**src/p4_pipe_pkg.sv**
```systemverilog
`default_nettype none

package p4_pipe_pkg;

    // ====================
    // Default sizes
    // ====================
    localparam int DEF_IN_DEPTH    = 4;
    localparam int DEF_LINK_DEPTH  = 2;
    localparam int DEF_OUT_CREDITS = 2;
    localparam int TBL_ENTRIES     = 16;

    // ====================
    // Packet and table types
    // ====================
    typedef logic [1:0] port_t;

    // Raw packet word as seen on the wire
    typedef struct packed {
        logic [7:0]  dest;
        logic [7:0]  hop;
        logic [47:0] payload;
    } pkt_word_t;

    // Decoded header, padded to 72 bits
    typedef struct packed {
        logic [7:0]  dest;
        logic [7:0]  hop;
        logic        expired;
        logic [47:0] payload;
        logic [6:0]  pad;
    } hdr_t;

    typedef struct packed {
        logic  valid;
        logic  drop;
        port_t port;
    } tbl_entry_t;

    // Execute result handed to the result stage
    typedef struct packed {
        logic [7:0]  hop;
        logic [47:0] payload;
        port_t       port;
        logic        discard;
    } act_t;

endpackage

`default_nettype wire

```
**src/stage_if.sv**
```systemverilog
`timescale 1ns/1ns
`default_nettype none

// Credit-based link between two pipeline stages
interface stage_if #(
    parameter type payload_t = logic
);

    logic     valid;
    payload_t data;
    logic     credit;

    // Sender side, spends credits
    modport producer (
        output valid,
        output data,
        input  credit
    );

    // Receiver side, returns one credit per freed slot
    modport consumer (
        input  valid,
        input  data,
        output credit
    );

endinterface

`default_nettype wire

```
**src/ingress_decode.sv**
```systemverilog
`timescale 1ns/1ns
`default_nettype none

module ingress_decode #(
    parameter int IN_DEPTH   = p4_pipe_pkg::DEF_IN_DEPTH,
    parameter int LINK_DEPTH = p4_pipe_pkg::DEF_LINK_DEPTH
) (
    input  wire logic                   axil_if,
    input  wire logic                   rst_n,
    input  wire logic                   in_valid,
    input  wire p4_pipe_pkg::pkt_word_t in_data,
    output logic                        in_credit,
    stage_if.producer                   dec_out
);

    localparam int PW = (IN_DEPTH > 1) ? $clog2(IN_DEPTH) : 1;
    localparam int CW = $clog2(IN_DEPTH + 1);
    localparam int LW = $clog2(LINK_DEPTH + 1);

    p4_pipe_pkg::pkt_word_t q_mem [IN_DEPTH];
    logic [PW-1:0]          wr_ptr;
    logic [PW-1:0]          rd_ptr;
    logic [CW-1:0]          q_count;
    logic [LW-1:0]          link_cred;
    logic                   pop;
    p4_pipe_pkg::pkt_word_t head;
    p4_pipe_pkg::hdr_t      hdr;

    // ====================
    // Input queue
    // ====================
    assign head = q_mem[rd_ptr];

    // Head leaves as soon as the next stage has room
    assign pop = (q_count != '0) && (link_cred != '0);

    always_ff @(posedge axil_if) begin
        if (in_valid)
            q_mem[wr_ptr] <= in_data;
    end

    always_ff @(posedge axil_if or negedge rst_n) begin
        if (!rst_n) begin
            wr_ptr    <= '0;
            rd_ptr    <= '0;
            q_count   <= '0;
            link_cred <= LW'(LINK_DEPTH);
        end else begin
            if (in_valid)
                wr_ptr <= (wr_ptr == PW'(IN_DEPTH - 1)) ? '0 : wr_ptr + 1'b1;
            if (pop)
                rd_ptr <= (rd_ptr == PW'(IN_DEPTH - 1)) ? '0 : rd_ptr + 1'b1;
            q_count   <= q_count + CW'(in_valid) - CW'(pop);
            link_cred <= link_cred - LW'(pop) + LW'(dec_out.credit);
        end
    end

    // ====================
    // Field extraction
    // ====================
    always_comb begin
        hdr.dest    = head.dest;
        hdr.hop     = head.hop;
        hdr.expired = (head.hop == 8'd0);
        hdr.payload = head.payload;
        hdr.pad     = '0;
    end

    always_ff @(posedge axil_if or negedge rst_n) begin
        if (!rst_n) begin
            dec_out.valid <= 1'b0;
            in_credit     <= 1'b0;
        end else begin
            dec_out.valid <= pop;
            // One input credit back per word popped
            in_credit     <= pop;
        end
    end

    always_ff @(posedge axil_if) begin
        if (pop)
            dec_out.data <= hdr;
    end

endmodule

`default_nettype wire

```
**src/table_execute.sv**
```systemverilog
`timescale 1ns/1ns
`default_nettype none

module table_execute #(
    parameter int LINK_DEPTH = p4_pipe_pkg::DEF_LINK_DEPTH
) (
    input  wire logic                    axil_if,
    input  wire logic                    rst_n,
    stage_if.consumer                    dec_in,
    stage_if.producer                    exe_out,
    input  wire logic                    reg_wr,
    input  wire logic                    reg_rd,
    input  wire logic [3:0]              reg_addr,
    input  wire p4_pipe_pkg::tbl_entry_t reg_wdata,
    output p4_pipe_pkg::tbl_entry_t      reg_rdata,
    output logic                         reg_rvalid
);

    localparam int PW = (LINK_DEPTH > 1) ? $clog2(LINK_DEPTH) : 1;
    localparam int CW = $clog2(LINK_DEPTH + 1);

    p4_pipe_pkg::tbl_entry_t tbl [p4_pipe_pkg::TBL_ENTRIES];
    p4_pipe_pkg::hdr_t       q_mem [LINK_DEPTH];
    logic [PW-1:0]           wr_ptr;
    logic [PW-1:0]           rd_ptr;
    logic [CW-1:0]           q_count;
    logic [CW-1:0]           link_cred;
    logic                    pop;
    p4_pipe_pkg::hdr_t       head;
    p4_pipe_pkg::tbl_entry_t hit;
    p4_pipe_pkg::act_t       act;

    // ====================
    // Table and register port
    // ====================
    always_ff @(posedge axil_if or negedge rst_n) begin
        if (!rst_n) begin
            for (int i = 0; i < p4_pipe_pkg::TBL_ENTRIES; i++)
                tbl[i] <= '0;
            reg_rvalid <= 1'b0;
        end else begin
            if (reg_wr)
                tbl[reg_addr] <= reg_wdata;
            reg_rvalid <= reg_rd;
        end
    end

    always_ff @(posedge axil_if) begin
        if (reg_rd)
            reg_rdata <= tbl[reg_addr];
    end

    // ====================
    // Header queue
    // ====================
    assign head = q_mem[rd_ptr];
    assign pop  = (q_count != '0) && (link_cred != '0);

    always_ff @(posedge axil_if) begin
        if (dec_in.valid)
            q_mem[wr_ptr] <= dec_in.data;
    end

    always_ff @(posedge axil_if or negedge rst_n) begin
        if (!rst_n) begin
            wr_ptr    <= '0;
            rd_ptr    <= '0;
            q_count   <= '0;
            link_cred <= CW'(LINK_DEPTH);
        end else begin
            if (dec_in.valid)
                wr_ptr <= (wr_ptr == PW'(LINK_DEPTH - 1)) ? '0 : wr_ptr + 1'b1;
            if (pop)
                rd_ptr <= (rd_ptr == PW'(LINK_DEPTH - 1)) ? '0 : rd_ptr + 1'b1;
            q_count   <= q_count + CW'(dec_in.valid) - CW'(pop);
            link_cred <= link_cred - CW'(pop) + CW'(exe_out.credit);
        end
    end

    // Lookup on low nibble of the destination code
    assign hit = tbl[head.dest[3:0]];

    always_comb begin
        act.hop     = head.hop;
        act.payload = head.payload;
        act.port    = hit.port;
        act.discard = !hit.valid || hit.drop || head.expired;
    end

    always_ff @(posedge axil_if or negedge rst_n) begin
        if (!rst_n) begin
            exe_out.valid <= 1'b0;
            dec_in.credit <= 1'b0;
        end else begin
            exe_out.valid <= pop;
            dec_in.credit <= pop;
        end
    end

    always_ff @(posedge axil_if) begin
        if (pop)
            exe_out.data <= act;
    end

endmodule

`default_nettype wire

```
**src/egress_result.sv**
```systemverilog
`timescale 1ns/1ns
`default_nettype none

module egress_result #(
    parameter int LINK_DEPTH  = p4_pipe_pkg::DEF_LINK_DEPTH,
    parameter int OUT_CREDITS = p4_pipe_pkg::DEF_OUT_CREDITS
) (
    input  wire logic              axil_if,
    input  wire logic              rst_n,
    stage_if.consumer              exe_in,
    output logic                   out_valid,
    output p4_pipe_pkg::pkt_word_t out_data,
    output p4_pipe_pkg::port_t     out_port,
    input  wire logic              out_credit,
    output logic [15:0]            drop_count
);

    localparam int PW = (LINK_DEPTH > 1) ? $clog2(LINK_DEPTH) : 1;
    localparam int CW = $clog2(LINK_DEPTH + 1);
    localparam int OW = $clog2(OUT_CREDITS + 1);

    p4_pipe_pkg::act_t q_mem [LINK_DEPTH];
    logic [PW-1:0]     wr_ptr;
    logic [PW-1:0]     rd_ptr;
    logic [CW-1:0]     q_count;
    logic [OW-1:0]     out_cred;
    p4_pipe_pkg::act_t head;
    logic              q_busy;
    logic              drop_pop;
    logic              send;
    logic              pop;

    // ====================
    // Action queue
    // ====================
    assign head     = q_mem[rd_ptr];
    assign q_busy   = (q_count != '0);
    // Discards never wait, forwards need an output credit
    assign drop_pop = q_busy && head.discard;
    assign send     = q_busy && !head.discard && (out_cred != '0);
    assign pop      = drop_pop || send;

    always_ff @(posedge axil_if) begin
        if (exe_in.valid)
            q_mem[wr_ptr] <= exe_in.data;
    end

    always_ff @(posedge axil_if or negedge rst_n) begin
        if (!rst_n) begin
            wr_ptr     <= '0;
            rd_ptr     <= '0;
            q_count    <= '0;
            out_cred   <= OW'(OUT_CREDITS);
            drop_count <= '0;
            out_valid  <= 1'b0;
            exe_in.credit <= 1'b0;
        end else begin
            if (exe_in.valid)
                wr_ptr <= (wr_ptr == PW'(LINK_DEPTH - 1)) ? '0 : wr_ptr + 1'b1;
            if (pop)
                rd_ptr <= (rd_ptr == PW'(LINK_DEPTH - 1)) ? '0 : rd_ptr + 1'b1;
            q_count  <= q_count + CW'(exe_in.valid) - CW'(pop);
            out_cred <= out_cred - OW'(send) + OW'(out_credit);
            // Saturating drop counter
            if (drop_pop && (drop_count != 16'hFFFF))
                drop_count <= drop_count + 16'd1;
            out_valid     <= send;
            exe_in.credit <= pop;
        end
    end

    // ====================
    // Output word
    // ====================
    // Destination field is rewritten to the egress port number
    always_ff @(posedge axil_if) begin
        if (send) begin
            out_data.dest    <= 8'(head.port);
            out_data.hop     <= head.hop - 8'd1;
            out_data.payload <= head.payload;
            out_port         <= head.port;
        end
    end

endmodule

`default_nettype wire

```
**src/p4_pipe.sv**
```systemverilog
`timescale 1ns/1ns
`default_nettype none

module p4_pipe #(
    parameter int IN_DEPTH    = p4_pipe_pkg::DEF_IN_DEPTH,
    parameter int LINK_DEPTH  = p4_pipe_pkg::DEF_LINK_DEPTH,
    parameter int OUT_CREDITS = p4_pipe_pkg::DEF_OUT_CREDITS
) (
    input  wire logic                    axil_if,
    input  wire logic                    rst_n,
    // Ingress
    input  wire logic                    in_valid,
    input  wire p4_pipe_pkg::pkt_word_t  in_data,
    output logic                         in_credit,
    // Table register port
    input  wire logic                    reg_wr,
    input  wire logic                    reg_rd,
    input  wire logic [3:0]              reg_addr,
    input  wire p4_pipe_pkg::tbl_entry_t reg_wdata,
    output p4_pipe_pkg::tbl_entry_t      reg_rdata,
    output logic                         reg_rvalid,
    // Egress
    output logic                         out_valid,
    output p4_pipe_pkg::pkt_word_t       out_data,
    output p4_pipe_pkg::port_t           out_port,
    input  wire logic                    out_credit,
    output logic [15:0]                  drop_count
);

    stage_if #(.payload_t(p4_pipe_pkg::hdr_t)) decode_to_exec ();
    stage_if #(.payload_t(p4_pipe_pkg::act_t)) exec_to_result ();

    ingress_decode #(
        .IN_DEPTH   (IN_DEPTH),
        .LINK_DEPTH (LINK_DEPTH)
    ) decode_i (
        .axil_if   (axil_if),
        .rst_n     (rst_n),
        .in_valid  (in_valid),
        .in_data   (in_data),
        .in_credit (in_credit),
        .dec_out   (decode_to_exec.producer)
    );

    table_execute #(
        .LINK_DEPTH (LINK_DEPTH)
    ) execute_i (
        .axil_if    (axil_if),
        .rst_n      (rst_n),
        .dec_in     (decode_to_exec.consumer),
        .exe_out    (exec_to_result.producer),
        .reg_wr     (reg_wr),
        .reg_rd     (reg_rd),
        .reg_addr   (reg_addr),
        .reg_wdata  (reg_wdata),
        .reg_rdata  (reg_rdata),
        .reg_rvalid (reg_rvalid)
    );

    egress_result #(
        .LINK_DEPTH  (LINK_DEPTH),
        .OUT_CREDITS (OUT_CREDITS)
    ) result_i (
        .axil_if    (axil_if),
        .rst_n      (rst_n),
        .exe_in     (exec_to_result.consumer),
        .out_valid  (out_valid),
        .out_data   (out_data),
        .out_port   (out_port),
        .out_credit (out_credit),
        .drop_count (drop_count)
    );

endmodule

`default_nettype wire

```
**config.mk**
```make
export PLATFORM = sky130hd
export DESIGN_NAME = p4_pipe
export DESIGN_NICKNAME = d
export VERILOG_FILES = /design/src/p4_pipe_pkg.sv /design/src/stage_if.sv /design/src/ingress_decode.sv /design/src/table_execute.sv /design/src/egress_result.sv /design/src/p4_pipe.sv
export SDC_FILE = /design/constraint.sdc
export NUM_CORES = 1
export LEC_CHECK = 0
export ABC_AREA = 0
export BUFFER_PORTS_ARGS = -buffer_cell sky130_fd_sc_hd__buf_2
export CELL_PAD_IN_SITES_DETAIL_PLACEMENT = 0
export CELL_PAD_IN_SITES_GLOBAL_PLACEMENT = 1
export CORE_ASPECT_RATIO = 0.7
export CORE_UTILIZATION = 45
export CTS_BUF_LIST = sky130_fd_sc_hd__clkbuf_4
export DETAILED_ROUTE_END_ITERATION = 10
export HOLD_SLACK_MARGIN = 0.06
export MAX_ROUTING_LAYER = met4
export PLACE_DENSITY_LB_ADDON = 0.25
export RECOVER_POWER = 25
export SYNTH_ARGS = -nofsm -noshare
export SYNTH_HDL_FRONTEND = slang
export SYNTH_HIERARCHICAL = 1
export SYNTH_SLANG_ARGS = --single-unit
```
**constraint.sdc**
```tcl
create_clock -name axil_if -period 4.9 [get_ports axil_if]
set_input_delay 0.98 -clock axil_if [delete_from_list [all_inputs] [get_ports axil_if]]
set_output_delay 0.98 -clock axil_if [all_outputs]
set_load 0.02 [all_outputs]
```
==> flow_summary.toml <==
[power]
p_per_area_nw_per_um2 = 424
leakage_nw = 11.3
power_mw = 13.8
max-vdd-ir-drop_mv = 0.215

[floorplan]
dieHeight_um = 213
rows = 76
ios = 167
die_w_um = 303
dieArea_um2 = 64400
core_um2 = 62100
initial_core_util_pct = 45.9

[clocking]
cts_buffers = 183
cts_buffer_depth = 3
clkLatencyLatePin_ns = 0.96
cts.sinks = 768
cts_resized = 0
cts_tree = "done"
clk_pin_slew_ns = 0.07
h-tree-depth = 4
cts-root-buf = "clkbuf_4"

[timing]
max_slew_margin_pct = 33.6
drv_slew = 0
rsz0062_at_grt = "no"
hold_violations = 0
hold_ws_ns = 0.262
max_freq_ghz = 0.361
setup_tns_ns = 0
setup_violations = 0
skew_ns = 0.0371
fin_crit_sh_pct = 56.5
worst-slew-pin-transition_ns = 0.995
fin_crit_ns = 2.77

[worst_setup_path]
crit_required_ns = 5.54
cp-start-kind = "flip-flop"
cp-end-kind = "flip-flop"
crit_start = "decode_i/q_count[0]$_DFF_PN0_"
path_class = "flip-flop to flip-flop"
path_max_fanout = 35
arrival_ns = 3.41
rr_startpoint = "decode_i/q_count[0]$_DFF_PN0_"

[global_route]
overflow = 0
met2_usage_pct = 23.2
use_met1_pct = 25.8
met3_usage_pct = 5.08
grt_pass1_wl_mm = 80.8
top_usage_layer = "met1"
track_usage_pct = 17.7
antenna_found_initial = 11
grt_pass1_vias = 13500
grt_max_degree = 63

[finish]
final_core_util_pct = 52.4
final_cell_mix = "edfxtp_1, clkbuf_4, mux2_2"
layout-drive-gt1-share_pct = 34.2
final_net_count = 1749
area_growth_pct = 14.2
final_common_cell = "edfxtp_1"

[drt]
firstDrtPassIters = 5
num_vias = 13300
via_per_inst = 5.08
drt_iter0_drc = 840
routed_wl_mm = 53.6
drc = 0
postRouteAntennaNets = 0
routedWlPerCell_um = 20.5

[placed_design]
gp_congestion = 0.803
dpl.hpwl_mm = 32.6
numPortBuffers = 156

[hold_path]
holdCritPathClass = "input port to flip-flop"
min_from = "reg_rd"

[synth]
postSynthAreaPerCell_um2 = 21.2
syn_inst = 1343
ys_warn_count = 6
netlist_area_um2 = 28500

[run]
maxCapViolations = 0

[outcome]
status = "completed"
power by group:
group          switching (mW)  total (mW)  internal, mW
Sequential              0.189        7.79          7.60
Clock                    2.37        5.20          2.82
Combinational           0.477       0.823         0.347
Total                    3.04        13.8          10.8
cell type report:
type	instances	area, um2
Fill cell	4921	29500
Inverter	20	76.3
Clock buffer	263	1970
Tap cell	819	1020
Timing Repair Buffer	173	837
Multi-Input combinational cell	507	5670
Antenna cell	9	22.5
Clock inverter	55	404
Sequential cell	768	22500
worst max-delay path, cell delays in order (launching register included):
cell and delay (ns):
dfrtp_1 0.41, o32ai_1 0.69, clkinv_2 0.77, buf_4 0.53
routing by layer:
metal	vias to the layer above	share of wire (%)
met2	361	43
met5	-	0
met3	78	6.5
li1	6093	-
met1	6754	49
met4	0	1.8
metrics by stage:
| stage | std cells | cell area [um2] | worst slack, ns |
|---|---|---|---|
| 2_1_floorplan | 1348 | 28500 | 0.512 |
| 3_3_place_gp | 2286 | 30200 | 1.93 |
| 3_5_place_dp | 2286 | 30200 | 1.93 |
| 4_1_cts | 2605 | 32600 | 2.06 |
| 5_1_grt | 2613 | 32600 | 1.89 |
| 6_report | 2614 | 32600 | 2.13 |
worst paths after layout:
kind / slack (ns) / cells after the start / end
max reg2reg: 2.13 / 3 / decode_i/dec_out.data[46]$_DFFE_PP_
min in group asynchronous: 0.61 / 2 / result_i/drop_count[3]$_DFFE_PN0P_
max in group asynchronous: 3.32 / 3 / execute_i/tbl[50]$_DFFE_PN0P_
max: 2.13 / 3 / decode_i/dec_out.data[46]$_DFFE_PP_
min reg2reg: 0.43 / 0 / execute_i/q_mem[0][20]$_DFFE_PP_
min: 0.26 / 1 / execute_i/reg_rvalid$_DFF_PN0_
registers in the layout, indices dropped and copies added (netlist names), 2 cells and up:
| signal | cells |
|---|---|
| decode_i/dec_out.data | 61 |
| decode_i/link_cred | 2 |
| decode_i/q_count | 3 |
| decode_i/q_mem | 240 |
| decode_i/rd_ptr | 2 |
| decode_i/wr_ptr | 2 |
| execute_i/exe_out.data | 59 |
| execute_i/link_cred | 2 |
| execute_i/q_count | 2 |
| execute_i/q_mem | 122 |
| execute_i/reg_rdata | 4 |
| execute_i/tbl | 64 |
| result_i/drop_count | 16 |
| result_i/out_cred | 2 |
| result_i/out_data | 56 |
| result_i/out_port | 2 |
| result_i/q_count | 2 |
| result_i/q_mem | 118 |
timing repair:
item	4_1_cts	5_1_grt
setup buffers	0	0
hold buffers	1	0
endpoints found under the hold margin	53	0
endpoints found under the setup margin	0	0
(Power assumes the default switching activity.)
